### src/common/lcd_config.svh
`ifndef LCD_CONFIG_SVH
`define LCD_CONFIG_SVH

// Dot and line timing
`define LCD_DOT_DIVIDE        8
`define LCD_DOTS_PER_LINE     456
`define LCD_LINES             154
`define LCD_VISIBLE_LINES     144
`define LCD_VISIBLE_PIXELS    160
`define LCD_OAM_DOTS          80
`define LCD_XFER_DOTS         172

// Mode codes as seen in STAT[1:0]
`define LCD_MODE_HBLANK       2'd0
`define LCD_MODE_VBLANK       2'd1
`define LCD_MODE_OAM          2'd2
`define LCD_MODE_XFER         2'd3

// CPU register addresses
`define LCD_ADDR_LCDC         16'hFF40
`define LCD_ADDR_STAT         16'hFF41
`define LCD_ADDR_SCY          16'hFF42
`define LCD_ADDR_SCX          16'hFF43
`define LCD_ADDR_LY           16'hFF44
`define LCD_ADDR_LYC          16'hFF45
`define LCD_ADDR_BGP          16'hFF47

// VRAM window in CPU space and bases inside VRAM
`define LCD_VRAM_BASE         16'h8000
`define LCD_VRAM_LIMIT        16'hA000
`define LCD_MAP0_BASE         13'h1800
`define LCD_MAP1_BASE         13'h1C00
`define LCD_TILES_SIGNED_BASE 13'h1000

`endif

### src/common/lcd_pkg.sv
`default_nettype none

package lcd_pkg;

   // One tile map byte, read two ways
   // LCDC[4] set selects the unsigned view, tiles from 8000
   // LCDC[4] clear selects the signed view, tiles around 9000
   typedef union packed {
      logic [7:0]        tile_unsigned;
      logic signed [7:0] tile_signed;
   } tile_index_u;

endpackage

`default_nettype wire

### src/common/lcd_regs_if.sv
`timescale 1ns/100ps
`default_nettype none

// Register values shared by the register block, timing and renderer
interface lcd_regs_if;

   // LCD control
   logic [7:0] lcdc;
   // STAT interrupt selects, bits 6 to 3 of STAT
   logic [3:0] stat_select;
   // Background scroll
   logic [7:0] scy;
   logic [7:0] scx;
   // Line compare
   logic [7:0] lyc;
   // Background palette
   logic [7:0] bgp;

   // Register file drives everything
   modport owner (output lcdc, stat_select, scy, scx, lyc, bgp);

   // Timing needs enable, compare and interrupt selects
   modport timing (input lcdc, stat_select, lyc);

   // Renderer needs map and data selects, scroll and palette
   modport render (input lcdc, scy, scx, bgp);

endinterface

`default_nettype wire

### src/render/bg_fetch.sv
`timescale 1ns/100ps
`default_nettype none

`include "lcd_config.svh"

module bg_fetch (
   input  logic        clock,
   input  logic        reset,
   lcd_regs_if.render  regs,
   input  logic        line_start,
   input  logic [7:0]  line_count,
   output logic [12:0] vram_addr,
   input  logic [7:0]  vram_rd_data,
   output logic [7:0]  pixel_x,
   output logic [1:0]  pixel_shade,
   output logic        pixel_we
);

   // Fetch FSM states
   localparam logic [2:0] S_IDLE = 3'd0;
   localparam logic [2:0] S_MAP  = 3'd1;
   localparam logic [2:0] S_LOW  = 3'd2;
   localparam logic [2:0] S_HIGH = 3'd3;
   localparam logic [2:0] S_LOAD = 3'd4;
   localparam logic [2:0] S_PIX  = 3'd5;

   logic [2:0]         state;
   logic [7:0]         row_y;
   logic [4:0]         coarse_x;
   logic [4:0]         tile_col;
   logic [4:0]         map_col;
   logic [2:0]         discard;
   logic [2:0]         bit_count;
   logic [7:0]         px_count;
   logic [7:0]         shift_lo;
   logic [7:0]         shift_hi;
   logic [12:0]        map_base;
   logic [12:0]        map_addr;
   logic [12:0]        row_offset;
   logic [12:0]        plane_addr;
   logic [12:0]        plane_addr_q;
   logic signed [12:0] tile_signed_ext;
   lcd_pkg::tile_index_u tile_index;
   logic [1:0]         color_index;
   logic               emit;

   //////////////////////////////////////////////////
   // VRAM addressing
   //////////////////////////////////////////////////

   // 32x32 map, coarse x wraps at 32 tiles
   assign map_base = regs.lcdc[3] ? `LCD_MAP1_BASE : `LCD_MAP0_BASE;
   assign map_col  = coarse_x + tile_col;
   assign map_addr = map_base + {3'b000, row_y[7:3], map_col};

   // Map byte arrives in S_LOW
   assign tile_index      = vram_rd_data;
   assign tile_signed_ext = tile_index.tile_signed;
   // Two bytes per tile row
   assign row_offset      = {9'd0, row_y[2:0], 1'b0};
   assign plane_addr = regs.lcdc[4] ?
                       {1'b0, tile_index.tile_unsigned, 4'b0000} + row_offset :
                       `LCD_TILES_SIGNED_BASE + (tile_signed_ext <<< 4) + row_offset;

   always_comb begin
      case (state)
         S_MAP:   vram_addr = map_addr;
         S_LOW:   vram_addr = plane_addr;
         // High plane byte follows the low one
         default: vram_addr = {plane_addr_q[12:1], 1'b1};
      endcase
   end

   //////////////////////////////////////////////////
   // Fetch FSM
   //////////////////////////////////////////////////

   assign emit = (state == S_PIX) && (discard == 3'd0);

   always_ff @(posedge clock) begin
      if (reset || !regs.lcdc[7]) begin
         state <= S_IDLE;
      end else begin
         case (state)
            S_IDLE: if (line_start) state <= S_MAP;
            S_MAP:  state <= S_LOW;
            S_LOW:  state <= S_HIGH;
            S_HIGH: state <= S_LOAD;
            S_LOAD: state <= S_PIX;
            S_PIX: begin
               // Line ends after the last visible pixel, at most 21 tiles
               if (emit && px_count == 8'(`LCD_VISIBLE_PIXELS - 1))
                  state <= S_IDLE;
               else if (bit_count == 3'd7)
                  state <= S_MAP;
            end
            default: state <= S_IDLE;
         endcase
      end
   end

   always_ff @(posedge clock) begin
      case (state)
         S_IDLE: begin
            // Scroll sampled once per line
            row_y    <= regs.scy + line_count;
            coarse_x <= regs.scx[7:3];
            discard  <= regs.scx[2:0];
            tile_col <= 5'd0;
            px_count <= 8'd0;
         end
         S_LOW:  plane_addr_q <= plane_addr;
         S_HIGH: shift_lo <= vram_rd_data;
         S_LOAD: begin
            shift_hi  <= vram_rd_data;
            bit_count <= 3'd0;
         end
         S_PIX: begin
            // Leftmost pixel in bit 7
            shift_lo  <= shift_lo << 1;
            shift_hi  <= shift_hi << 1;
            bit_count <= bit_count + 3'd1;
            if (bit_count == 3'd7) tile_col <= tile_col + 5'd1;
            // Fine scroll drops pixels before counting
            if (discard != 3'd0) discard <= discard - 3'd1;
            else px_count <= px_count + 8'd1;
         end
         default: ;
      endcase
   end

   //////////////////////////////////////////////////
   // Palette output stage
   //////////////////////////////////////////////////

   assign color_index = regs.lcdc[0] ? {shift_hi[7], shift_lo[7]} : 2'b00;

   always_ff @(posedge clock) begin
      if (reset) pixel_we <= 1'b0;
      else pixel_we <= emit;
   end

   always_ff @(posedge clock) begin
      if (emit) begin
         pixel_x     <= px_count;
         pixel_shade <= regs.bgp[{color_index, 1'b0} +: 2];
      end
   end

endmodule

`default_nettype wire

### src/flat_wrapper.sv
// flat-port wrapper written by rule: the top's interface ports become plain ports
module bg_fetch_flat 
  (clock, reset, line_start, line_count, vram_addr, vram_rd_data, pixel_x, pixel_shade, pixel_we, regs_lcdc, regs_scy, regs_scx, regs_bgp);
  lcd_regs_if regs_i ();
  input  logic clock;
  input  logic reset;
  input  logic line_start;
  input  logic [7:0] line_count;
  output logic [12:0] vram_addr;
  input  logic [7:0] vram_rd_data;
  output logic [7:0] pixel_x;
  output logic [1:0] pixel_shade;
  output logic pixel_we;
  input wire logic [$bits(regs_i.lcdc)-1:0] regs_lcdc;
  input wire logic [$bits(regs_i.scy)-1:0] regs_scy;
  input wire logic [$bits(regs_i.scx)-1:0] regs_scx;
  input wire logic [$bits(regs_i.bgp)-1:0] regs_bgp;
  assign regs_i.lcdc = regs_lcdc;
  assign regs_i.scy = regs_scy;
  assign regs_i.scx = regs_scx;
  assign regs_i.bgp = regs_bgp;
  bg_fetch u_core (.clock(clock), .reset(reset), .regs(regs_i), .line_start(line_start), .line_count(line_count), .vram_addr(vram_addr), .vram_rd_data(vram_rd_data), .pixel_x(pixel_x), .pixel_shade(pixel_shade), .pixel_we(pixel_we));
endmodule
### config.mk
export PLATFORM = sky130hd
export DESIGN_NAME = bg_fetch_flat
export DESIGN_NICKNAME = d
export VERILOG_FILES = /design/src/common/lcd_pkg.sv /design/src/common/lcd_regs_if.sv /design/src/render/bg_fetch.sv /design/src/flat_wrapper.sv
export VERILOG_INCLUDE_DIRS = /design/src /design/src/common
export SDC_FILE = /design/constraint.sdc
export NUM_CORES = 1
export LEC_CHECK = 0
export ABC_AREA = 0
export BUFFER_PORTS_ARGS = -buffer_cell sky130_fd_sc_hd__buf_2
export CORE_UTILIZATION = 49
export DETAILED_ROUTE_END_ITERATION = 10
export PLACE_DENSITY = 0.76
export SETUP_SLACK_MARGIN = 0.1
export SLEW_MARGIN = 10
export SYNTH_ARGS = -nofsm -noshare
export SYNTH_HDL_FRONTEND = slang
export SYNTH_SLANG_ARGS = --single-unit
### constraint.sdc
create_clock -name clock -period 2.23 [get_ports clock]
set_input_delay 0.669 -clock clock [delete_from_list [all_inputs] [get_ports clock]]
set_output_delay 0.669 -clock clock [all_outputs]
set_load 0.01 [all_outputs]
==> summary.md <==
| Metric | Value |
|---|---|
| Clk_skew | slightly below 0.007 ns |
| Count of boundary I/O pins | 75 |
| Family with the most delay on the worst path | adder cells |
| Number of flip-flops and latches in the synthesized netlist | 74 |
| Pin count of the biggest net entering global routing | 26 |
| Cell area power density | approximately 700 mW/mm2 |
| TritonCTS buffer count | 9 |
| Crit path time final | 2.670 ns |
| Kind of critical path | flop to output pin |
| Post-synthesis async set-or-reset flop share | 0% |
| Total routing usage reported by global routing | roughly a fifth |
| Distinct cells, synth | 39 |
| Outcome | finished with violations |
| Total die area | ~0.0077 mm2 |
| Mean routed wirelength per cell | roughly 14 um |
| Longest Clk Path Bufs | 2 |
| Via density | 5.205 |
| Synthesized netlist cell count | around 290 |
| Placed Instance Area | approximately 0.0041 mm2 |
| Number of placement rows | 30 |
| Storage element area | about 0.0022 mm2 |
| Fill cell instance count of the final layout | roughly 530 |
| Count of flip-flops with a built-in enable after synthesis | 70 |
| Clock slew at the register clock pins of the worst setup and hold paths | ~0.070 ns |
| Peak supply drop | roughly 0.00054 V |
| Class of the tightest hold or removal check | flop to flop |
| Initial antenna violation count | 0 |
| Count of final setup violators | 11 |
| Synth area leaders | sky130_fd_sc_hd__edfxtp_1 59%, sky130_fd_sc_hd__nand2_1 6.4%, sky130_fd_sc_hd__ha_1 5.9%, sky130_fd_sc_hd__xnor2_1 3.7%, sky130_fd_sc_hd__dfxtp_1 2.2% |
| Post-DP HPWL | 4.686 mm |
| Top-count cell post-synth | sky130_fd_sc_hd__edfxtp_1 |
| Grt ovf | 0 |
| Top cells by count, synth | 70 x sky130_fd_sc_hd__edfxtp_1, 61 x sky130_fd_sc_hd__nand2_1, 21 x sky130_fd_sc_hd__nor2_1, 17 x sky130_fd_sc_hd__ha_1, 15 x sky130_fd_sc_hd__xnor2_1 |
| Die Y-Extent | approximately 90 um |
| Number of nets with antenna violations after routing | 0 |
| Max_cap viols | 0 |
| Highest fanout seen on the critical path | 2 |
| Clock tree from TritonCTS | yes |
| Data required time at the worst endpoint | between 1.5 and 2 ns |
| Number of buffers added on ports | 70 |
| Cell type with the largest total area after synthesis | sky130_fd_sc_hd__edfxtp_1 |
| Total detailed-routing wirelength | ~7.0 mm |
| Number of hold buffers added after cts | 0 |
| Global-route wire length before repair | between 10 and 15 mm |
| DRT Pass-1 Iters | 4 |
| Predominant post-synthesis flop cell | sky130_fd_sc_hd__edfxtp_1 |
| Area used by multi-input combinational logic | 0.001365 mm2 |
| Final worst hold slack | about 0.46 ns |
| Routed vias | 2566 |
| Per-instance average area after synthesis | 12.34 um2 |
| Number of nets in the layout | around 460 |
| Layout cell share with drive strength beyond 1 | 36.27% |
| Unrepaired setup endpoints after global routing | true |
| Share of the cycle needed by the critical path after routing | 119.7% |
| Detailed Route Iter0 Violations | 140 |
| Sinks on Clock Net | 74 |
| Type of origin of the critical path | flop |
| Drt drc | 0 |
| Signal arrival time at the worst endpoint | about 2.0 ns |
| H-tree levels | 3 |
| Fraction of synthesized cell area taken by the top area cell type | 58.52% |
| Final critical-path setup slack | -0.4399 ns |
| Worst-path cell with the longest stage delay | sky130_fd_sc_hd__edfxtp_1 |
| Initial Util | 51.73% |
| Failing checks | negative setup slack |
| Core Area | approximately 0.0069 mm2 |
| Seq/Total Area, Yosys | 60.75% |
| Maximum clock rate | roughly 0.37 GHz |
| Worst slack at placement | -0.08947 ns |
| Clock latency of the later-clocked register in the worst-skew pair | approximately 0.34 ns |
| Total count of hold-check failures in the final report | 0 |
| Max-slew headroom at the worst pin | 68.75% |
| Buffer type at the clock tree root | sky130_fd_sc_hd__clkbuf_8 |
| Via count of the first global-routing pass | between 2k and 3k |
| Worst Tran Pin Value | roughly 0.47 ns |
| Leak pwr | between 1.5 and 2 nW |
| Weighted congestion reported at the end of routability-driven placement | a little under 0.8 |
| Yosys warning count | 0 |
| Critical Path End Type | output pin |
| Total count of max-transition violations in the final report | 0 |
| Crit path buf inv count | 1 |
| List of cells traversed by the critical path | ha_2 -> fa_2 -> a21o_1 -> a21oi_2 -> xnor2_1 -> o21ai_1 -> buf_2 |
| Netlist area before placement | approximately 0.0036 mm2 |
| Finished Cell Area | 0.004592 mm2 |
| Inserted Diodes | 0 |
| Die Width | approximately 88 um |
| Synthesis-to-layout area growth | 27.83% |
| Post-synthesis net count | 361 |
| Delay contributed by the slowest stage of the critical path | 0.41 ns |
## layout by cell type (no fill, tap or decap), types with 4 or more instances in the layout
cell type                  count
sky130_fd_sc_hd__o21ai_0       7
sky130_fd_sc_hd__buf_6         5
sky130_fd_sc_hd__buf_2        68
sky130_fd_sc_hd__a21oi_1       4
sky130_fd_sc_hd__buf_4        23
sky130_fd_sc_hd__clkbuf_8     10
sky130_fd_sc_hd__nor3_1        4
sky130_fd_sc_hd__xnor2_1      15
sky130_fd_sc_hd__nor2_1       18
sky130_fd_sc_hd__inv_1         8
sky130_fd_sc_hd__edfxtp_1     70
sky130_fd_sc_hd__ha_1         16
sky130_fd_sc_hd__xor2_1        7
sky130_fd_sc_hd__and3_1        6
sky130_fd_sc_hd__nand2_1      53
sky130_fd_sc_hd__nand2_2       8
sky130_fd_sc_hd__a22o_1        4
sky130_fd_sc_hd__nand3_1       5
sky130_fd_sc_hd__a22oi_1       8
sky130_fd_sc_hd__a21o_1        5
## per-layer routing
metal	global-route usage [%]	up-vias	wire, um
met4	8.048	0	119
met5	0	-	0
met2	34.30	77	3538
met1	23.31	1228	2993
met3	5.467	8	352
li1	-	1253	-
## stage by stage
stage	instances	power [mW]	utilization [%]	setup TNS [ns]
2_1_floorplan	291	1.832	-	0
3_3_place_gp	464	1.947	59.42	-0.05455
3_5_place_dp	464	1.962	59.42	-0.1170
4_1_cts	491	3.228	65.62	-1.424
5_1_grt	493	3.335	66.13	-2.203
6_report	493	3.228	66.13	-1.399
## state kept, by name, summed over array words and instances, names as in the netlist
signal / count
u_core.shift_lo: 8
u_core.state: 3
u_core.shift_hi: 8
u_core.tile_col: 5
u_core.pixel_we: 1
u_core.coarse_x: 5
u_core.pixel_x: 8
u_core.px_count: 8
u_core.row_y: 8
u_core.pixel_shade: 2
u_core.discard: 3
u_core.plane_addr_q: 12
u_core.bit_count: 3
## power breakdown
group	internal (mW)	switching (mW)	total [mW]	leakage (nW)
logic	0.168	0.167	0.336	1.09
registers	1.59	0.0375	1.63	0.718
clock network	0.775	0.491	1.27	0.119
total	2.53	0.696	3.23	1.93
## timing repair
item | in CTS | in global routing
gates resized for setup | 28 | 7
buffers inserted | 10 | 2
endpoints found under the setup margin | 13 | 13
hold endpoints to repair | 0 | 0
pin swaps | 12 | 3
gates cloned | 1 | 0
## kinds of logic after synthesis
kind of cell	Yosys count	synth area share, %
simple gates	113	15.01
flops	74	60.75
compound gates	44	8.116
xor+xnor	22	5.364
fa+ha+maj	19	7.036
buf+inv	17	3.100
mux	2	0.6269
## worst paths after layout
| check | start | to | slack [ns] | cells after the start |
|---|---|---|---|---|
| setup / recovery | u_core.tile_col[0] | vram_addr[4] | -0.44 | 7 |
| hold / removal | u_core.row_y[2] | u_core.plane_addr_q[3] | 0.46 | 0 |
| setup reg to reg | u_core.state[2] | u_core.px_count[6] | 0.29 | 6 |
| hold reg to reg | u_core.row_y[2] | u_core.plane_addr_q[3] | 0.46 | 0 |
## final cells by class
class | count | share of cell area, %
clock inverter | 6 | 2.480
timing repair buffer | 99 | 13.76
multi-input combinational | 200 | 29.73
tap | 96 | 2.616
clock buffer | 10 | 2.997
sequential | 74 | 47.77
inverter | 8 | 0.6540
Note: power is estimated with default switching activity, not from simulation.
