[src/common/lcd_config.svh]
`ifndef LCD_CONFIG_SVH
`define LCD_CONFIG_SVH

// Dot and line timing
`define LCD_DOT_DIVIDE        8
`define LCD_DOTS_PER_LINE     456
`define LCD_LINES             154
`define LCD_VISIBLE_LINES     144
`define LCD_VISIBLE_PIXELS    160
`define LCD_OAM_DOTS          80
`define LCD_XFER_DOTS         172

// Mode codes as seen in STAT[1:0]
`define LCD_MODE_HBLANK       2'd0
`define LCD_MODE_VBLANK       2'd1
`define LCD_MODE_OAM          2'd2
`define LCD_MODE_XFER         2'd3

// CPU register addresses
`define LCD_ADDR_LCDC         16'hFF40
`define LCD_ADDR_STAT         16'hFF41
`define LCD_ADDR_SCY          16'hFF42
`define LCD_ADDR_SCX          16'hFF43
`define LCD_ADDR_LY           16'hFF44
`define LCD_ADDR_LYC          16'hFF45
`define LCD_ADDR_BGP          16'hFF47

// VRAM window in CPU space and bases inside VRAM
`define LCD_VRAM_BASE         16'h8000
`define LCD_VRAM_LIMIT        16'hA000
`define LCD_MAP0_BASE         13'h1800
`define LCD_MAP1_BASE         13'h1C00
`define LCD_TILES_SIGNED_BASE 13'h1000

`endif

[src/common/lcd_regs_if.sv]
`timescale 1ns/100ps
`default_nettype none

// Register values shared by the register block, timing and renderer
interface lcd_regs_if;

   // LCD control
   logic [7:0] lcdc;
   // STAT interrupt selects, bits 6 to 3 of STAT
   logic [3:0] stat_select;
   // Background scroll
   logic [7:0] scy;
   logic [7:0] scx;
   // Line compare
   logic [7:0] lyc;
   // Background palette
   logic [7:0] bgp;

   // Register file drives everything
   modport owner (output lcdc, stat_select, scy, scx, lyc, bgp);

   // Timing needs enable, compare and interrupt selects
   modport timing (input lcdc, stat_select, lyc);

   // Renderer needs map and data selects, scroll and palette
   modport render (input lcdc, scy, scx, bgp);

endinterface

`default_nettype wire

[src/lcd_regs.sv]
`timescale 1ns/100ps
`default_nettype none

`include "lcd_config.svh"

module lcd_regs (
   input  logic        clock,
   input  logic        reset,
   input  logic        mem_enable,
   input  logic        rd_n,
   input  logic        wr_n,
   input  logic [15:0] addr,
   input  logic [7:0]  wr_data,
   output logic [7:0]  rd_data,
   lcd_regs_if.owner   regs,
   input  logic [1:0]  mode,
   input  logic [7:0]  line_count,
   output logic [12:0] cpu_vram_addr,
   output logic        cpu_vram_we,
   output logic [7:0]  cpu_vram_wr_data,
   input  logic [7:0]  cpu_vram_rd_data
);

   logic [7:0] lcdc;
   logic [3:0] stat_select;
   logic [7:0] scy;
   logic [7:0] scx;
   logic [7:0] lyc;
   logic [7:0] bgp;
   logic [7:0] stat;
   logic       vram_sel;
   logic       vram_locked;
   logic       bus_rd;
   logic       bus_wr;
   logic [7:0] reg_rd_data;
   logic [7:0] rd_reg_q;
   logic       rd_vram_q;

   //////////////////////////////////////////////////
   // Address decode
   //////////////////////////////////////////////////

   assign bus_rd      = mem_enable && !rd_n;
   assign bus_wr      = mem_enable && !wr_n;
   assign vram_sel    = (addr >= `LCD_VRAM_BASE) && (addr < `LCD_VRAM_LIMIT);
   // Renderer owns VRAM during transfer
   assign vram_locked = (mode == `LCD_MODE_XFER);

   // CPU port of VRAM
   assign cpu_vram_addr    = 13'(addr - `LCD_VRAM_BASE);
   assign cpu_vram_we      = bus_wr && vram_sel && !vram_locked;
   assign cpu_vram_wr_data = wr_data;

   //////////////////////////////////////////////////
   // Register file
   //////////////////////////////////////////////////

   always_ff @(posedge clock) begin
      if (reset) begin
         lcdc        <= 8'hE3;
         stat_select <= 4'h0;
         scy         <= 8'h00;
         scx         <= 8'h00;
         lyc         <= 8'h00;
         bgp         <= 8'hE4;
      end else if (bus_wr) begin
         // LY and unmapped addresses fall through
         case (addr)
            `LCD_ADDR_LCDC: lcdc <= wr_data;
            `LCD_ADDR_STAT: stat_select <= wr_data[6:3];
            `LCD_ADDR_SCY:  scy <= wr_data;
            `LCD_ADDR_SCX:  scx <= wr_data;
            `LCD_ADDR_LYC:  lyc <= wr_data;
            `LCD_ADDR_BGP:  bgp <= wr_data;
            default: ;
         endcase
      end
   end

   assign regs.lcdc        = lcdc;
   assign regs.stat_select = stat_select;
   assign regs.scy         = scy;
   assign regs.scx         = scx;
   assign regs.lyc         = lyc;
   assign regs.bgp         = bgp;

   // Bit 7 unused, then selects, coincidence, mode
   assign stat = {1'b0, stat_select, line_count == lyc, mode};

   //////////////////////////////////////////////////
   // Read path
   //////////////////////////////////////////////////

   always_comb begin
      case (addr)
         `LCD_ADDR_LCDC: reg_rd_data = lcdc;
         `LCD_ADDR_STAT: reg_rd_data = stat;
         `LCD_ADDR_SCY:  reg_rd_data = scy;
         `LCD_ADDR_SCX:  reg_rd_data = scx;
         `LCD_ADDR_LY:   reg_rd_data = line_count;
         `LCD_ADDR_LYC:  reg_rd_data = lyc;
         `LCD_ADDR_BGP:  reg_rd_data = bgp;
         // Unmapped, and locked VRAM
         default:        reg_rd_data = 8'hFF;
      endcase
   end

   // VRAM data is already registered inside the RAM
   always_ff @(posedge clock) begin
      if (reset) begin
         rd_vram_q <= 1'b0;
      end else if (bus_rd) begin
         rd_vram_q <= vram_sel && !vram_locked;
      end
   end

   always_ff @(posedge clock) begin
      if (bus_rd) begin
         rd_reg_q <= reg_rd_data;
      end
   end

   assign rd_data = rd_vram_q ? cpu_vram_rd_data : rd_reg_q;

endmodule

`default_nettype wire

[src/flat_wrapper.sv]
// flat-port wrapper written by rule: the top's interface ports become plain ports
module lcd_regs_flat 
  (clock, reset, mem_enable, rd_n, wr_n, addr, wr_data, rd_data, mode, line_count, cpu_vram_addr, cpu_vram_we, cpu_vram_wr_data, cpu_vram_rd_data, regs_lcdc, regs_stat_select, regs_scy, regs_scx, regs_lyc, regs_bgp);
  lcd_regs_if regs_i ();
  input  logic clock;
  input  logic reset;
  input  logic mem_enable;
  input  logic rd_n;
  input  logic wr_n;
  input  logic [15:0] addr;
  input  logic [7:0] wr_data;
  output logic [7:0] rd_data;
  input  logic [1:0] mode;
  input  logic [7:0] line_count;
  output logic [12:0] cpu_vram_addr;
  output logic cpu_vram_we;
  output logic [7:0] cpu_vram_wr_data;
  input  logic [7:0] cpu_vram_rd_data;
  output wire logic [$bits(regs_i.lcdc)-1:0] regs_lcdc;
  output wire logic [$bits(regs_i.stat_select)-1:0] regs_stat_select;
  output wire logic [$bits(regs_i.scy)-1:0] regs_scy;
  output wire logic [$bits(regs_i.scx)-1:0] regs_scx;
  output wire logic [$bits(regs_i.lyc)-1:0] regs_lyc;
  output wire logic [$bits(regs_i.bgp)-1:0] regs_bgp;
  assign regs_lcdc = regs_i.lcdc;
  assign regs_stat_select = regs_i.stat_select;
  assign regs_scy = regs_i.scy;
  assign regs_scx = regs_i.scx;
  assign regs_lyc = regs_i.lyc;
  assign regs_bgp = regs_i.bgp;
  lcd_regs u_core (.clock(clock), .reset(reset), .mem_enable(mem_enable), .rd_n(rd_n), .wr_n(wr_n), .addr(addr), .wr_data(wr_data), .rd_data(rd_data), .regs(regs_i), .mode(mode), .line_count(line_count), .cpu_vram_addr(cpu_vram_addr), .cpu_vram_we(cpu_vram_we), .cpu_vram_wr_data(cpu_vram_wr_data), .cpu_vram_rd_data(cpu_vram_rd_data));
endmodule
[config.mk]
export PLATFORM = sky130hd
export DESIGN_NAME = lcd_regs_flat
export DESIGN_NICKNAME = d
export VERILOG_FILES = /design/src/common/lcd_regs_if.sv /design/src/lcd_regs.sv /design/src/flat_wrapper.sv
export VERILOG_INCLUDE_DIRS = /design/src /design/src/common
export SDC_FILE = /design/constraint.sdc
export NUM_CORES = 1
export LEC_CHECK = 0
export BUFFER_PORTS_ARGS = -buffer_cell sky130_fd_sc_hd__buf_2
export CORE_UTILIZATION = 40
export DETAILED_ROUTE_END_ITERATION = 16
export PLACE_DENSITY = 0.68
export SYNTH_ARGS = -nofsm -noshare
export SYNTH_HDL_FRONTEND = slang
export SYNTH_SLANG_ARGS = --single-unit
export TNS_END_PERCENT = 20
[constraint.sdc]
create_clock -name clock -period 2.41 [get_ports clock]
set_input_delay 0.241 -clock clock [delete_from_list [all_inputs] [get_ports clock]]
set_output_delay 0.241 -clock clock [all_outputs]
set_load 0.01 [all_outputs]
==> results of run 1 <==
[worst min-delay path, stage by stage]
cell and delay, ns:
buf_2 0.09, nand2_1 0.04, nand3_1 0.05
[layout make-up]
| type | count | area [um2] | share of cell area [%] |
|---|---|---|---|
| clock inverters | 3 | 41.29 | 1.130 |
| multi-input cells | 243 | 1559 | 42.66 |
| well taps | 99 | 123.9 | 3.389 |
| clock buffers | 5 | 68.82 | 1.883 |
| repair buffers | 135 | 713.2 | 19.51 |
| flip-flops and latches | 53 | 1141 | 31.22 |
| inverters | 2 | 7.507 | 0.2054 |
[flip-flops by register name, indices dropped and copies added (netlist names)]
name and count:
u_core.regs.stat_select 4, u_core.regs.lcdc 8, u_core.regs.scx 8, u_core.rd_vram_q 1, u_core.regs.scy 8, u_core.regs.bgp 8, u_core.regs.lyc 8, u_core.rd_reg_q 8
[per-layer routing]
layer	GRT usage [%]	up-vias	part of all wire [%]
met5	0	-	0
met4	7.331	0	1.5
met3	3.970	9	8.8
met2	36.43	161	46
met1	33.33	1470	43
li1	-	1456	-
[layout by cell type, fill, tap and decap left out, types with 2 or more instances in the layout]
| master | count |
|---|---|
| mux2_2 | 8 |
| a21oi_1 | 37 |
| nor2_1 | 16 |
| dfxtp_1 | 45 |
| a211oi_1 | 6 |
| or4_4 | 3 |
| inv_1 | 2 |
| edfxtp_1 | 8 |
| buf_4 | 15 |
| mux2i_1 | 7 |
| buf_2 | 120 |
| nand2_1 | 13 |
| clkbuf_8 | 5 |
| nand2b_1 | 4 |
| nand3_1 | 35 |
| o2bb2ai_1 | 6 |
| a211o_1 | 9 |
| xnor2_1 | 8 |
| nor4_4 | 3 |
| and3_1 | 9 |
| nor3_1 | 2 |
| or4_1 | 4 |
| a22oi_1 | 6 |
| o21ai_0 | 35 |
| nor2b_1 | 4 |
| nand4_1 | 13 |
[cells by family (layout without fill, tap and decap cells)]
kind of cell	after synthesis	after routing	synth area share, %
buffers and inverters	52	145	10.64
and+or+nand+nor	115	115	22.86
muxes	15	15	5.300
DFF	53	53	37.76
AOI/OAI and AO/OA	105	105	21.12
xor gates and xnor gates	8	8	2.319
[metrics by stage]
stage                     hold slack, ns  utilization, %
final                             0.2175           50.12
after global routing              0.2229           50.12
after CTS                         0.2175           50.12
after detailed placement          0.4900           48.61
after global placement            0.4797           48.61
after floorplan                   0.3929               -
[worst paths after layout]
check | startpoint | end | slack [ns] | depth (start not counted)
max | addr[5] | u_core.rd_reg_q[7]$_DFFE_PP_ | 0.48 | 5
min | mode[1] | u_core.rd_reg_q[1]$_DFFE_PP_ | 0.22 | 3
max reg2reg | u_core.regs.lyc[3]$_SDFFE_PP0P_ | u_core.rd_reg_q[3]$_DFFE_PP_ | 0.95 | 4
min reg2reg | u_core.regs.scx[4]$_SDFFE_PP0P_ | u_core.regs.scx[4]$_SDFFE_PP0P_ | 0.50 | 2
[power by group through the flow]
stage	Sequential (mW)	Combinational [mW]	Clock [mW]
floorplan	0.924	0.129	0
global placement	0.926	0.208	0
detailed placement	0.926	0.209	0
CTS	0.905	0.210	0.611
global route	0.906	0.229	0.651
finish	0.905	0.212	0.603
==> impl_metrics.ini, run 1 <==
[yosys]
syn-num-nets = 395
syn_area_um2 = 3022
yosysSeqAreaShare_pct = 37.76
synthDistinctLibCells = 44
synth_warnings = 0
ys_top_cells_by_count = dfxtp_1 (45), a21oi_1 (37), nand3_1 (35), o21ai_0 (35), buf_4 (24)
synth-edff-count = 8
avgSynthCellArea_um2 = 8.683
netlist_instances = 348
synth-seq-cells = 53
yosysMostFrequentCell = dfxtp_1
yosysTopAreaCell = dfxtp_1
synthTopCellsByArea = dfxtp_1 (30%), edfxtp_1 (8.0%), a21oi_1 (6.1%)
synth_top_area_share_pct = 29.81
ys.flop_type = dfxtp_1
async_flop_share_pct = 0

[finish]
fillers = 734
n_antenna_cell = 0
instances_no_fill = 540
nets = 487
synthToLayoutAreaGrowth_pct = 20.95
final_area_um2 = 3655
drive_above_1_share_pct = 36.05

[sta]
final.setup.tns_ns = 0
post-route-period-util_pct = 80.04
setup_viol = 0
rsz0062_at_grt = false
hold_viol_final = 0
tightest_slew_ns = 0.8305
slew_headroom_pct = 44.63
finClkSkew_ns = 0.007821
period_minus_slack_ns = 1.929
setup_ws_ns = 0.4810
finalMaxSlewViolations = 0
fmax_mhz = 518.4

[setup_path]
startpoint_type = input pin
path_max_fanout = 8
crit_chain = buf_2, or4b_4, or4_4, o21bai_1, a2111o_1
critPathRequiredTime_ns = 2.47
worst-path-buf-inv = 1
critPathTopFamily = simple AND/OR/NAND/NOR gates
cp_slowest_cell = or4_4
critPathCaptureType = register
crit_type = in2reg
timing.critical_path.slowest_cell_delay_ns = 0.55
worstPathArrival_ns = 1.99

[power_and_ir_drop]
cellLeakagePower_nw = 1.490
ir_worst_vdd_mv = 0.2388
switching_share_pct = 25.06
power.switching_mw = 0.4310
p_clk_share_pct = 35.0
p_total_mw = 1.720
power_density_nw_per_um2 = 470.5
cellInternalPower_mw = 1.289
p_seq_share_pct = 52.6
pwr-share-comb_pct = 12.3

[die]
core_um2 = 7292
dieArea_um2 = 7906
die_y_um = 88.92
die_w_um = 88.92
pin_count = 121
start_util_pct = 41.44
rows = 31

[clock_network]
cts_buffers = 5
cts_max_level = 2
clockRootBuffer = clkbuf_8
cts_hold_buf = 0
post_cts_buffers = 0
clkTransAtPathRegs_ns = 0.10
cts_tree = yes
clock_latency_ns = 0.31
clock-sinks = 53
clockBufferDepth = 2
ctsResizeCount = 0

[min_path]
hold_class = in2reg

[detailed_routing]
avgViaCountPerCell = 5.733
drt-initial-drc-count = 260
drc = 0
wirelength_um = 9444
num_vias = 3096
routedWlPerCell_um = 17.49
ant_nets = 0
firstDrtPassIters = 5

[place]
place.detailed.hpwl_um = 6954
placed_cell_area_um2 = 3545
numPortBuffers = 120
pre_cts_ws_ns = 0.1597
place.gp.congestion = 0.8502
place_inst = 532

[global_routing]
grt_pass1_vias = 2579
grt.total_usage_pct = 23.47
grt-ovfl-total = 0
grt_max_degree = 46
grt_pass1_wl_um = 13790
antenna_found_initial = 0

[status]
outcome = complete, no violations

[run]
cap_violations = 0
No activity file was read; power rests on OpenSTA's default activity.
==> run 2: changes to the inputs <==
--- a/config.mk
+++ b/config.mk
@@ -9,7 +9,7 @@
 export BUFFER_PORTS_ARGS = -buffer_cell sky130_fd_sc_hd__buf_2
 export CORE_UTILIZATION = 40
 export DETAILED_ROUTE_END_ITERATION = 16
-export PLACE_DENSITY = 0.68
+export PLACE_DENSITY = 0.71
 export SYNTH_ARGS = -nofsm -noshare
 export SYNTH_HDL_FRONTEND = slang
 export SYNTH_SLANG_ARGS = --single-unit
==> constraint.sdc (replaced) <==
create_clock -name clock -period 1.6 [get_ports clock]
set_input_delay 0.16 -clock clock [delete_from_list [all_inputs] [get_ports clock]]
set_output_delay 0.16 -clock clock [all_outputs]
set_load 0.01 [all_outputs]
==> run 2 against run 1 <==
Effect of this change: the flow now finishes with violations (setup timing); design area is 8.5% higher; sequential power increased by 51%; routed wire length rose by 7.0%; utilization grew 4.3 points; critical path depth stayed put; non-clock buffer count grew 21; flip-flop and latch count unchanged; power increased by 55%; largest cell class unchanged.
==> impl_metrics.ini, run 2 (synthesis gave the netlist of run 1 again) <==
[die]
start_util_pct = 41.44
dieArea_um2 = 7906
core_um2 = 7292
die_y_um = 88.92
die_w_um = 88.92
pin_count = 121
rows = 31

[setup_path]
crit_type = in2reg
crit_chain = buf_6, or4b_4, or4_4, o21bai_1, a2111o_1
critPathTopFamily = simple AND/OR/NAND/NOR gates
critPathRequiredTime_ns = 1.66
worst-path-buf-inv = 1
startpoint_type = input pin
path_max_fanout = 6
cp_slowest_cell = or4b_4
critPathCaptureType = register
worstPathArrival_ns = 1.83
timing.critical_path.slowest_cell_delay_ns = 0.55

[status]
outcome = finished, violations left
failed_checks = setup timing

[sta]
hold_viol_final = 0
finalMaxSlewViolations = 0
finClkSkew_ns = 0.01144
post-route-period-util_pct = 110.2
setup_viol = 18
period_minus_slack_ns = 1.763
fmax_mhz = 567.4
slew_headroom_pct = 68.68
holdWs_ns = 0.1493
rsz0062_at_grt = true
tightest_slew_ns = 0.4698
setup_ws_ns = -0.1625

[clock_network]
clockRootBuffer = clkbuf_8
clock_latency_ns = 0.32
clkTransAtPathRegs_ns = 0.10
cts_tree = yes
cts_max_level = 2
clockBufferDepth = 2
cts_hold_buf = 0
clock-sinks = 53
cts_buffers = 5

[power_and_ir_drop]
p_seq_share_pct = 51.3
pwr-share-comb_pct = 13.8
p_clk_share_pct = 34.9
cellInternalPower_mw = 1.980
p_total_mw = 2.664
power_density_nw_per_um2 = 671.6
cellLeakagePower_nw = 1.641
switching_share_pct = 25.67
ir_worst_vdd_mv = 0.3756
power.switching_mw = 0.6837

[global_routing]
grt-ovfl-total = 0
antenna_found_initial = 0
grt_pass1_wl_um = 14720
grt_max_degree = 25
grt_pass1_vias = 2772
grt.total_usage_pct = 25.16

[place]
numPortBuffers = 120
placed_cell_area_um2 = 3707
place.gp.congestion = 0.9393
place.detailed.hpwl_um = 7317

[finish]
layout_common_cells = buf_2 (118), dfxtp_1 (44), nand3_1 (35), a21oi_1 (35), buf_4 (29)
final_area_um2 = 3966
layout_commonest_cell = buf_2
drive_above_1_share_pct = 43.51
nets = 508
synthToLayoutAreaGrowth_pct = 31.26
n_antenna_cell = 0

[run]
cap_violations = 0

[detailed_routing]
num_vias = 3260
wirelength_um = 10100
firstDrtPassIters = 5
avgViaCountPerCell = 5.811
ant_nets = 0
drc = 0
routedWlPerCell_um = 18.01
drt-initial-drc-count = 257

[min_path]
hold_class = in2reg
## run 2: cell count changes in the layout (fill, tap and decap cells not counted), sizes merged
cell / before / now
clkinvlp: 1 / 0
clkbuf: 5 / 6
clkdlybuf4s15: 0 / 1
buf: 135 / 155
## run 2: layout make-up
cell class	count	area, um2
Clock buffer	6	72.57
Fill cell	724	3326
Tap cell	99	123.9
Multi-Input combinational cell	243	1650
Timing Repair Buffer	156	930.9
Sequential cell	53	1142
Inverter	2	7.507
Clock inverter	2	38.79
## run 2: timing repair
action                     in CTS  in global routing
pin swaps                      16                 17
setup buffers                   2                  1
setup endpoints to repair      44                 51
gates resized for setup        28                 28
hold endpoints to repair        0                  0
gates cloned                    0                  1
## run 2: power by group through the flow
stage / clock, mW / sequential, mW / combinational, mW
after global placement: 0 / 1.40 / 0.341
after global routing: 1.00 / 1.37 / 0.396
after floorplan: 0 / 1.39 / 0.194
final: 0.931 / 1.37 / 0.366
after CTS: 0.939 / 1.37 / 0.355
after detailed placement: 0 / 1.40 / 0.346
## run 2: worst min-delay path, cell delays in order
cell     delay (ns)
buf_2          0.09
nand2_1        0.04
nand3_1        0.07
## run 2: worst paths after layout
kind / endpoint / cells after the start / start / slack [ns]
setup / recovery: u_core.rd_reg_q[7]$_DFFE_PP_ / 5 / addr[7] / -0.16
hold / removal: u_core.rd_reg_q[0]$_DFFE_PP_ / 3 / mode[0] / 0.15
setup reg to reg: u_core.rd_reg_q[4]$_DFFE_PP_ / 4 / u_core.regs.lyc[4]$_SDFFE_PP0P_ / 0.15
hold reg to reg: u_core.regs.lcdc[4]$_SDFFE_PP0P_ / 2 / u_core.regs.lcdc[4]$_SDFFE_PP0P_ / 0.49
## run 2: through the flow
step                      TNS, ns  setup slack [ns]  instances  utilization (%)
after floorplan            -11.31           -0.4280        348                -
after global placement     -20.18           -0.5457        550            50.84
after detailed placement   -21.31           -0.5486        550            50.84
after CTS                  -1.009           -0.1482        559            53.02
after global routing       -1.967           -0.1832        561            54.39
final                     -0.9688           -0.1625        561            54.39
## run 2: metal layers
metal	GRT usage (%)	part of all wire, %
met1	33.94	42
met2	40.07	46
met3	3.693	8.4
met4	11.14	3.6
met5	0	0
