[src/common/lcd_config.svh]
`ifndef LCD_CONFIG_SVH
`define LCD_CONFIG_SVH

// Dot and line timing
`define LCD_DOT_DIVIDE        8
`define LCD_DOTS_PER_LINE     456
`define LCD_LINES             154
`define LCD_VISIBLE_LINES     144
`define LCD_VISIBLE_PIXELS    160
`define LCD_OAM_DOTS          80
`define LCD_XFER_DOTS         172

// Mode codes as seen in STAT[1:0]
`define LCD_MODE_HBLANK       2'd0
`define LCD_MODE_VBLANK       2'd1
`define LCD_MODE_OAM          2'd2
`define LCD_MODE_XFER         2'd3

// CPU register addresses
`define LCD_ADDR_LCDC         16'hFF40
`define LCD_ADDR_STAT         16'hFF41
`define LCD_ADDR_SCY          16'hFF42
`define LCD_ADDR_SCX          16'hFF43
`define LCD_ADDR_LY           16'hFF44
`define LCD_ADDR_LYC          16'hFF45
`define LCD_ADDR_BGP          16'hFF47

// VRAM window in CPU space and bases inside VRAM
`define LCD_VRAM_BASE         16'h8000
`define LCD_VRAM_LIMIT        16'hA000
`define LCD_MAP0_BASE         13'h1800
`define LCD_MAP1_BASE         13'h1C00
`define LCD_TILES_SIGNED_BASE 13'h1000

`endif

[src/common/lcd_regs_if.sv]
`timescale 1ns/100ps
`default_nettype none

// Register values shared by the register block, timing and renderer
interface lcd_regs_if;

   // LCD control
   logic [7:0] lcdc;
   // STAT interrupt selects, bits 6 to 3 of STAT
   logic [3:0] stat_select;
   // Background scroll
   logic [7:0] scy;
   logic [7:0] scx;
   // Line compare
   logic [7:0] lyc;
   // Background palette
   logic [7:0] bgp;

   // Register file drives everything
   modport owner (output lcdc, stat_select, scy, scx, lyc, bgp);

   // Timing needs enable, compare and interrupt selects
   modport timing (input lcdc, stat_select, lyc);

   // Renderer needs map and data selects, scroll and palette
   modport render (input lcdc, scy, scx, bgp);

endinterface

`default_nettype wire

[src/lcd_timing.sv]
`timescale 1ns/100ps
`default_nettype none

`include "lcd_config.svh"

module lcd_timing (
   input  logic       clock,
   input  logic       reset,
   lcd_regs_if.timing regs,
   input  logic       int_vblank_ack,
   input  logic       int_lcdc_ack,
   output logic       int_vblank_req,
   output logic       int_lcdc_req,
   output logic [1:0] mode,
   output logic [7:0] line_count,
   output logic       line_start,
   output logic       hsync,
   output logic       vsync
);

   localparam int DIV_W = $clog2(`LCD_DOT_DIVIDE);

   logic [DIV_W-1:0] div_count;
   logic             dot_tick;
   logic [8:0]       dot_count;
   logic             display_on;
   logic [1:0]       mode_next;
   logic             mode_entry;
   logic             lyc_hit;
   logic             lcdc_set;

   assign display_on = regs.lcdc[7];

   //////////////////////////////////////////////////
   // Dot divider and counters
   //////////////////////////////////////////////////

   assign dot_tick = display_on && (div_count == DIV_W'(`LCD_DOT_DIVIDE - 1));

   always_ff @(posedge clock) begin
      if (reset || !display_on || dot_tick) begin
         div_count <= '0;
      end else begin
         div_count <= div_count + 1'b1;
      end
   end

   // Held at zero while the LCD is off
   always_ff @(posedge clock) begin
      if (reset || !display_on) begin
         dot_count  <= 9'd0;
         line_count <= 8'd0;
      end else if (dot_tick) begin
         if (dot_count == 9'(`LCD_DOTS_PER_LINE - 1)) begin
            dot_count  <= 9'd0;
            line_count <= (line_count == 8'(`LCD_LINES - 1)) ? 8'd0 : line_count + 8'd1;
         end else begin
            dot_count <= dot_count + 9'd1;
         end
      end
   end

   //////////////////////////////////////////////////
   // Mode and events
   //////////////////////////////////////////////////

   always_comb begin
      if (!display_on)
         mode_next = `LCD_MODE_HBLANK;
      else if (line_count >= 8'(`LCD_VISIBLE_LINES))
         mode_next = `LCD_MODE_VBLANK;
      else if (dot_count < 9'(`LCD_OAM_DOTS))
         mode_next = `LCD_MODE_OAM;
      else if (dot_count < 9'(`LCD_OAM_DOTS + `LCD_XFER_DOTS))
         mode_next = `LCD_MODE_XFER;
      else
         mode_next = `LCD_MODE_HBLANK;
   end

   // One clock wide
   assign mode_entry = display_on && (mode_next != mode);
   // First clock of dot 0 only
   assign lyc_hit = display_on && (div_count == '0) && (dot_count == 9'd0) &&
                    (line_count == regs.lyc);

   // Select bits 0..3 are STAT bits 3..6
   assign lcdc_set = (mode_entry && mode_next == `LCD_MODE_HBLANK && regs.stat_select[0]) ||
                     (mode_entry && mode_next == `LCD_MODE_VBLANK && regs.stat_select[1]) ||
                     (mode_entry && mode_next == `LCD_MODE_OAM && regs.stat_select[2]) ||
                     (lyc_hit && regs.stat_select[3]);

   always_ff @(posedge clock) begin
      if (reset) begin
         mode           <= `LCD_MODE_HBLANK;
         line_start     <= 1'b0;
         int_vblank_req <= 1'b0;
         int_lcdc_req   <= 1'b0;
      end else begin
         mode       <= mode_next;
         line_start <= mode_entry && (mode_next == `LCD_MODE_XFER);
         // New request wins over ack
         if (mode_entry && mode_next == `LCD_MODE_VBLANK)
            int_vblank_req <= 1'b1;
         else if (int_vblank_ack)
            int_vblank_req <= 1'b0;
         if (lcdc_set)
            int_lcdc_req <= 1'b1;
         else if (int_lcdc_ack)
            int_lcdc_req <= 1'b0;
      end
   end

   // Sync after the visible part of line and frame
   assign hsync = dot_count > 9'(`LCD_OAM_DOTS + `LCD_XFER_DOTS + `LCD_VISIBLE_PIXELS);
   assign vsync = line_count > 8'(`LCD_VISIBLE_LINES);

endmodule

`default_nettype wire

[src/flat_wrapper.sv]
// flat-port wrapper written by rule: the top's interface ports become plain ports
module lcd_timing_flat 
  (clock, reset, int_vblank_ack, int_lcdc_ack, int_vblank_req, int_lcdc_req, mode, line_count, line_start, hsync, vsync, regs_lcdc, regs_stat_select, regs_lyc);
  lcd_regs_if regs_i ();
  input  logic clock;
  input  logic reset;
  input  logic int_vblank_ack;
  input  logic int_lcdc_ack;
  output logic int_vblank_req;
  output logic int_lcdc_req;
  output logic [1:0] mode;
  output logic [7:0] line_count;
  output logic line_start;
  output logic hsync;
  output logic vsync;
  input wire logic [$bits(regs_i.lcdc)-1:0] regs_lcdc;
  input wire logic [$bits(regs_i.stat_select)-1:0] regs_stat_select;
  input wire logic [$bits(regs_i.lyc)-1:0] regs_lyc;
  assign regs_i.lcdc = regs_lcdc;
  assign regs_i.stat_select = regs_stat_select;
  assign regs_i.lyc = regs_lyc;
  lcd_timing u_core (.clock(clock), .reset(reset), .regs(regs_i), .int_vblank_ack(int_vblank_ack), .int_lcdc_ack(int_lcdc_ack), .int_vblank_req(int_vblank_req), .int_lcdc_req(int_lcdc_req), .mode(mode), .line_count(line_count), .line_start(line_start), .hsync(hsync), .vsync(vsync));
endmodule
[config.mk]
export PLATFORM = sky130hd
export DESIGN_NAME = lcd_timing_flat
export DESIGN_NICKNAME = d
export VERILOG_FILES = /design/src/common/lcd_regs_if.sv /design/src/lcd_timing.sv /design/src/flat_wrapper.sv
export VERILOG_INCLUDE_DIRS = /design/src /design/src/common
export SDC_FILE = /design/constraint.sdc
export NUM_CORES = 1
export LEC_CHECK = 0
export BUFFER_PORTS_ARGS = -buffer_cell sky130_fd_sc_hd__buf_2
export CAP_MARGIN = 20
export CORE_ASPECT_RATIO = 1.4
export CORE_UTILIZATION = 55
export CTS_CLUSTER_DIAMETER = 80
export DETAILED_ROUTE_END_ITERATION = 10
export GPL_ROUTABILITY_DRIVEN = 0
export PLACE_DENSITY = 0.91
export SLEW_MARGIN = 20
export SYNTH_ARGS = -nofsm -noshare
export SYNTH_HDL_FRONTEND = slang
export SYNTH_SLANG_ARGS = --single-unit
[constraint.sdc]
create_clock -name clock -period 4 [get_ports clock]
set_clock_uncertainty 0.05 [all_clocks]
set_input_delay 1 -clock clock [delete_from_list [all_inputs] [get_ports clock]]
set_output_delay 1 -clock clock [all_outputs]
set_load 0.02 [all_outputs]
==> impl_results.md, run 1 <==
* CP max-delay cell: dfxtp_1
* DR pass1 iterations at 5
* Post-Route WL at 2970 um
* Post-synth top area share at a little over a third
* Power per cell area at roughly 250 nW/um2
* Setup Fix Bufs, Post-CTS at 0
* Grt ovf at 0
* Final worst setup slack at about 1.4 ns
* DP Worst Slack at 1.24 ns
* Placed Cells incl. Taps at between 200 and 250
* Synth top area cells: dfxtp_1 (35%), xnor2_1 (9.9%), ha_1 (7.1%)
* H-tree levels at 1
* Switching Share at 23.2%
* DRC Markers at 0
* Clock Tree Root: clkbuf_4
* Largest net degree at the start of global routing at 14
* Starting Density at between 50% and 60%
* TritonCTS clock tree: yes
* Post-DRT Antenna Nets at 0
* Seq/Total Area, Yosys at a little over a third
* Hold Violations, Final at 0
* HP Class: reg2reg
* Synth Flop Type: dfxtp_1
* Status: finished, final reports clean
* Fin cells at between 200 and 250
* Wire per inst at 12.9 um
* Crit path time final at approximately 2.6 ns
* Seq pwr share at between 60% and 70%
* Rel. slew slack at 65.8%
* Initial antenna violation count at 0
* Setup TNS at 0 ns
* Arr. time, crit path at approximately 1.5 ns
* Layout Nets at roughly 230
* Die Width at 44.9 um
* Post-synth EDFFs at 0
* Port bufs at 31
* Layout area overhead at 13.3%
* Flops & latches, synth at 25
* Path depth of the worst reg2reg path at 6
* Pleak at 0.593 nW
* Ports at 39
* Worst stage delay on the critical path at 0.54 ns
* Deepest clock path buffer count at 2
* Cell-by-cell listing of the critical path: nor4b_1, a31oi_1, buf_2
* Die Area at 2790 um2
* Synth warnings at 0
* # hold bufs at CTS at 0
* Tot GR Track Use at a little under a quarter
* DR vias/cell at 5.55
* Critical Path RT at 2.95 ns
* Crit. End Element: output pin
* Comb power frac at ~7.6%
* Mapped Area at about 1400 um2
* Row Count at 21
* CTS buffer count at 3
* Critical path class: reg2out
* Finish-stage setup viols at 0
* Hold depth at 1
* Synth cell types at 44
* Die Ht at 62.0 um
* Switching power at 0.0921 mW
* Slew Limit Fails at 0
* Overall Power at just under 0.4 mW
* Worst-path maximum fanout at 10
* RSZ-0062 raised after global routing: no
* Routed via count at between 1000 and 1500
* Highest clock rate at a little under 0.4 GHz
* Clock sinks at 25
* Clk pwr share at about 29%
* Syn Area/Cell at ~8.3 um2
* Post-CTS sizing at 0
* Post-synthesis async set-or-reset flop share at 0%
* Vias in the first global route at about 1100
* Post-detail-place hpwl at around 2300 um
* Clock Latency Late Sink at roughly 0.33 ns
* Layout cells sized above 1 at between 20% and 30%
* Final core utilization at approximately two thirds
* Syn nets at 202
* Slew @ Worst Pin at ~0.51 ns
* Core area at 2420 um2
* Synth Instances at 170
* Worst-path clk slew at between 0.1 and 0.15 ns
* Diodes inserted at 0
* Crit share post-route at between 60% and 70%
* Startpoint types: register
* Peak supply drop at between 0.00015 and 0.0002 V
* Iteration-0 DRC count of the detailed router at 36
* Max-cap violation count at 0
* Synth area leader: dfxtp_1
* Power Internal at between 0.3 and 0.4 mW
* Global-route wire length before repair at roughly 4700 um
==> metal layers <==
metal	wire, um	track usage [%]	vias to the layer above
met5	0	0	-
met4	68	11.7	0
met3	104	4.05	7
met2	1540	43.3	33
met1	1260	24.1	592
li1	-	-	645
==> worst max-delay path: cells and delay by family (launching register included) <==
family	cells	cell delay (ns)
AOI/OAI and AO/OA	1	0.13
DFF	1	0.54
buffers and inverters	1	0.18
and+or+nand+nor	1	0.36
==> synthesized netlist by cell type (2+ instances only) <==
| cell | instances |
|---|---|
| nand2b_1 | 2 |
| ha_1 | 8 |
| nor3_1 | 4 |
| a31o_2 | 2 |
| nand3_1 | 7 |
| o21ai_0 | 4 |
| nor3b_1 | 2 |
| dfxtp_1 | 25 |
| or3_1 | 2 |
| a21oi_1 | 7 |
| o21a_1 | 2 |
| buf_2 | 2 |
| clkbuf_1 | 7 |
| xnor2_1 | 16 |
| nor2_1 | 19 |
| xor2_1 | 2 |
| nand4_1 | 6 |
| nor4b_1 | 2 |
| nand2_1 | 11 |
| inv_1 | 13 |
| nor2b_1 | 4 |
==> layout make-up <==
type	count	area, um2
clock buffers	4	26.3
fillers	208	813
inverters	13	48.8
multi-input cells	123	831
flip-flops and latches	25	500
well taps	34	42.5
repair buffers	31	155
==> kinds of logic after synthesis <==
kind of cell             Yosys count  share of synthesized area (%)
XOR/XNOR                          18                           11.1
adder cells (fa/ha/maj)            8                           7.07
multiplexers                       2                           1.50
AND/OR/NAND/NOR                   68                           26.1
flip-flops                        25                           35.3
buffers and inverters             22                           6.01
AO/OA/AOI/OAI                     27                           12.9
==> path summary, 6_finish.rpt <==
path	startpoint	slack, ns	to
setup reg to reg	u_core.div_count[0]	1.58	u_core.line_count[6]
hold reg to reg	u_core.div_count[0]	0.43	u_core.div_count[0]
hold / removal	u_core.div_count[0]	0.43	u_core.div_count[0]
setup / recovery	u_core.line_count[4]	1.41	vsync
==> power by group through the flow <==
stage          clock network (mW)  registers (mW)  logic (mW)
2_1_floorplan                   0           0.259      0.0162
3_3_place_gp                    0           0.258      0.0290
3_5_place_dp                    0           0.258      0.0302
4_1_cts                     0.119           0.252      0.0304
5_1_grt                     0.126           0.253      0.0336
6_report                    0.115           0.252      0.0301
==> stage by stage <==
step           hold slack, ns  area, um2
5_1_grt                 0.446       1600
3_5_place_dp            0.409       1580
6_report                0.428       1600
3_3_place_gp            0.395       1580
2_1_floorplan           0.377       1420
4_1_cts                 0.428       1600
==> state kept, by name, indices dropped and copies added, names as in the netlist <==
name and cells:
u_core.div_count 3, u_core.dot_count 9, u_core.int_lcdc_req 1, u_core.int_vblank_req 1, u_core.line_count 8, u_core.line_start 1
u_core.mode 2
==> cell usage in the layout, fill, tap and decap left out, types with 6 or more instances in the layout <==
| cell type | instances |
|---|---|
| a21oi_1 | 7 |
| buf_2 | 31 |
| dfxtp_1 | 25 |
| ha_1 | 8 |
| inv_1 | 13 |
| nand2_1 | 11 |
| nand3_1 | 7 |
| nand4_1 | 6 |
| nor2_1 | 19 |
| xnor2_1 | 16 |
Note: power is estimated with default switching activity, not from simulation.
==> run 2: changes to the inputs <==
--- a/config.mk
+++ b/config.mk
@@ -9,11 +9,11 @@
 export BUFFER_PORTS_ARGS = -buffer_cell sky130_fd_sc_hd__buf_2
 export CAP_MARGIN = 20
 export CORE_ASPECT_RATIO = 1.4
-export CORE_UTILIZATION = 55
+export CORE_UTILIZATION = 46
 export CTS_CLUSTER_DIAMETER = 80
 export DETAILED_ROUTE_END_ITERATION = 10
 export GPL_ROUTABILITY_DRIVEN = 0
-export PLACE_DENSITY = 0.91
+export PLACE_DENSITY = 0.82
 export SLEW_MARGIN = 20
 export SYNTH_ARGS = -nofsm -noshare
 export SYNTH_HDL_FRONTEND = slang
==> constraint.sdc (replaced) <==
create_clock -name clock -period 2.1 [get_ports clock]
set_clock_uncertainty 0.05 [all_clocks]
set_input_delay 0.525 -clock clock [delete_from_list [all_inputs] [get_ports clock]]
set_output_delay 0.525 -clock clock [all_outputs]
set_load 0.02 [all_outputs]
==> run 2 against run 1 <==
Design area is 6.6% higher. Largest power group unchanged. Combinational power is 110% higher. Clock-buffer cell count is 1 lower. Critical path type is now reg2reg. Critical path depth is 3 higher. Power is 110% higher.
==> impl_results.md, run 2 (synthesis results as in run 1) <==
* Status: finished, final reports clean (unchanged)
* Vias in the first global route at 1274 (was 1145)
* Hold Violations, Final at 0 (unchanged)
* Slew @ Worst Pin at 0.478 ns (was 0.509 ns)
* Peak supply drop at 0.000363 V (was 0.000157 V)
* Row Count at 23 (was 21)
* Largest net degree at the start of global routing at 15 (was 14)
* DRC Markers at 0 (unchanged)
* Core area at 2910 um2 (was 2420 um2)
* DR vias/cell at 5.40 (was 5.55)
* Buf/Inv on CP at 0 (was 1)
* Max reg flops at 9 (unchanged)
* Port bufs at 31 (unchanged)
* Post-detail-place hpwl at 2430 um (was 2290 um)
* CP top delay family: simple AND/OR/NAND/NOR gates (was flip-flops)
* Critical Path RT at 2.25 ns (was 2.95 ns)
* DR pass1 iterations at 4 (was 5)
* Clock Tree Root: clkbuf_8 (was clkbuf_4)
* Max-cap violation count at 0 (unchanged)
* Worst-path clk slew at 0.09 ns (was 0.13 ns)
* Crit. End Element: register (was output pin)
* CTS buffer count at 3 (unchanged)
* Cell-by-cell listing of the critical path: ha_2, ha_2, nand4_1, or4_4, or3_1, a21oi_1 (was nor4b_1, a31oi_1, buf_2)
* Wire per inst at 12.9 um (about the same)
* CP max-delay cell: or4_4 (was dfxtp_1)
* Top Registers: u_core.dot_count (9), u_core.line_count (8), u_core.div_count (3) (unchanged)
* Die Ht at 67.7 um (was 62.0 um)
* Initial antenna violation count at 0 (unchanged)
* Slew Limit Fails at 0 (unchanged)
* Rel. slew slack at 67.9% (was 65.8%)
* H-tree levels at 1 (unchanged)
* Crit path time final at roughly 2.0 ns
* Setup TNS at 0 ns (unchanged)
* Post-Route WL at 3120 um (was 2970 um)
* Layout Nets at 238 (was 229)
* Critical path class: reg2reg (was reg2out)
* Routed via count at 1307 (was 1277)
* Post-DRT Antenna Nets at 0 (unchanged)
* Worst stage delay on the critical path at 0.59 ns (was 0.54 ns)
* Layout area overhead at 20.7% (was 13.3%)
* Ports at 39 (unchanged)
* Grt ovf at 0 (unchanged)
* Most flop-heavy register: u_core.dot_count (unchanged)
* Deepest clock path buffer count at 2 (unchanged)
* Crit share post-route at roughly 96%
* Highest clock rate at ~0.50 GHz
* Worst-path maximum fanout at 5 (was 10)
* Arr. time, crit path at 2.17 ns (was 1.54 ns)
* Die Area at 3310 um2 (was 2790 um2)
* Iteration-0 DRC count of the detailed router at 28 (was 36)
* Overall Power at 0.825 mW (was 0.397 mW)
* Commonest non-fill, non-tap cell in the layout: buf_2 (unchanged)
* Top cell by count, worst path: ha_2
* Tot GR Track Use at 20.4% (was 23.0%)
* Global-route wire length before repair at 5240 um (was 4650 um)
* Power per cell area at 483 nW/um2 (was 248 nW/um2)
* TritonCTS clock tree: yes (unchanged)
* Pleak at 0.644 nW (was 0.593 nW)
* Most frequent cells in the layout: buf_2 (31), dfxtp_1 (23), nor2_1 (19), xnor2_1 (16), inv_1 (13) (was buf_2 (31), dfxtp_1 (25), nor2_1 (19), xnor2_1 (16), inv_1 (13))
* Starting Density at 48.7% (was 58.6%)
* Diodes inserted at 0 (unchanged)
* Clock Latency Late Sink at 0.27 ns (was 0.33 ns)
* Layout cells sized above 1 at 27.3% (was 20.9%)
* RSZ-0062 raised after global routing: no (unchanged)
* Clock sinks at 25 (unchanged)
* Startpoint types: register (unchanged)
* Die Width at 48.9 um (was 44.9 um)
* HP Class: reg2reg (unchanged)
* Finish-stage setup viols at 0 (unchanged)
[run 2: changes by cell type in the layout (fill, tap and decap cells not counted), moves of 2 or more]
cell / change
buf_4: +9
clkbuf_4: -3
clkbuf_8: +3
dfxtp_1: -2
dfxtp_2: +2
ha_1: -2
ha_2: +2
[run 2: per-stage QoR]
| stage | setup WS, ns | std cells | area [um2] | util [%] | hold WS, ns |
|---|---|---|---|---|---|
| global route | 0.00608 | 242 | 1710 | 58.8 | 0.401 |
| floorplan | 0.000221 | 170 | 1430 | - | 0.351 |
| CTS | 0.0316 | 241 | 1690 | 58.3 | 0.378 |
| finish | 0.0845 | 242 | 1710 | 58.8 | 0.374 |
| global placement | 0.0883 | 237 | 1650 | 56.7 | 0.364 |
| detailed placement | 0.0573 | 237 | 1650 | 56.7 | 0.366 |
[run 2: layout make-up]
type | count | area, um2
inverters | 13 | 48.8
fillers | 289 | 1200
multi-input cells | 123 | 842
well taps | 37 | 46.3
clock buffers | 3 | 41.3
repair buffers | 40 | 223
clock inverters | 1 | 5.00
flip-flops and latches | 25 | 503
[run 2: final timing paths]
path | start | end | slack, ns | cells after the start
max reg2reg | u_core.div_count[0] | u_core.line_count[4] | 0.08 | 6
min reg2reg | u_core.div_count[0] | u_core.div_count[0] | 0.37 | 1
max | u_core.div_count[0] | u_core.line_count[4] | 0.08 | 6
min | u_core.div_count[0] | u_core.div_count[0] | 0.37 | 1
[run 2: where the power goes]
part	switching, mW	leakage (nW)	internal [mW]
sequential	0.00259	0.203	0.478
clock	0.149	0.0255	0.133
combinational	0.0304	0.416	0.0324
total	0.182	0.644	0.643
[run 2: timing repair]
action                                  CTS  global route
hold buffers                              0             0
resized for setup                         0             2
buffers inserted                          0             1
endpoints found under the setup margin    0             3
endpoints found under the hold margin     0             0
[run 2: per-layer routing]
metal / track usage, % / share of wire, %
met1: 20.3 / 41
met3: 2.25 / 2.6
met2: 42.0 / 55
met4: 8.82 / 1.3
met5: 0 / 0
[run 2: worst reg2reg max path: cells and delay by family, from the launching register on]
family / cells / cell delay [ns]
AO/OA/AOI/OAI: 1 / 0.11
adder cells (fa/ha/maj): 2 / 0.33
flip-flops: 1 / 0.35
AND/OR/NAND/NOR: 3 / 1.10
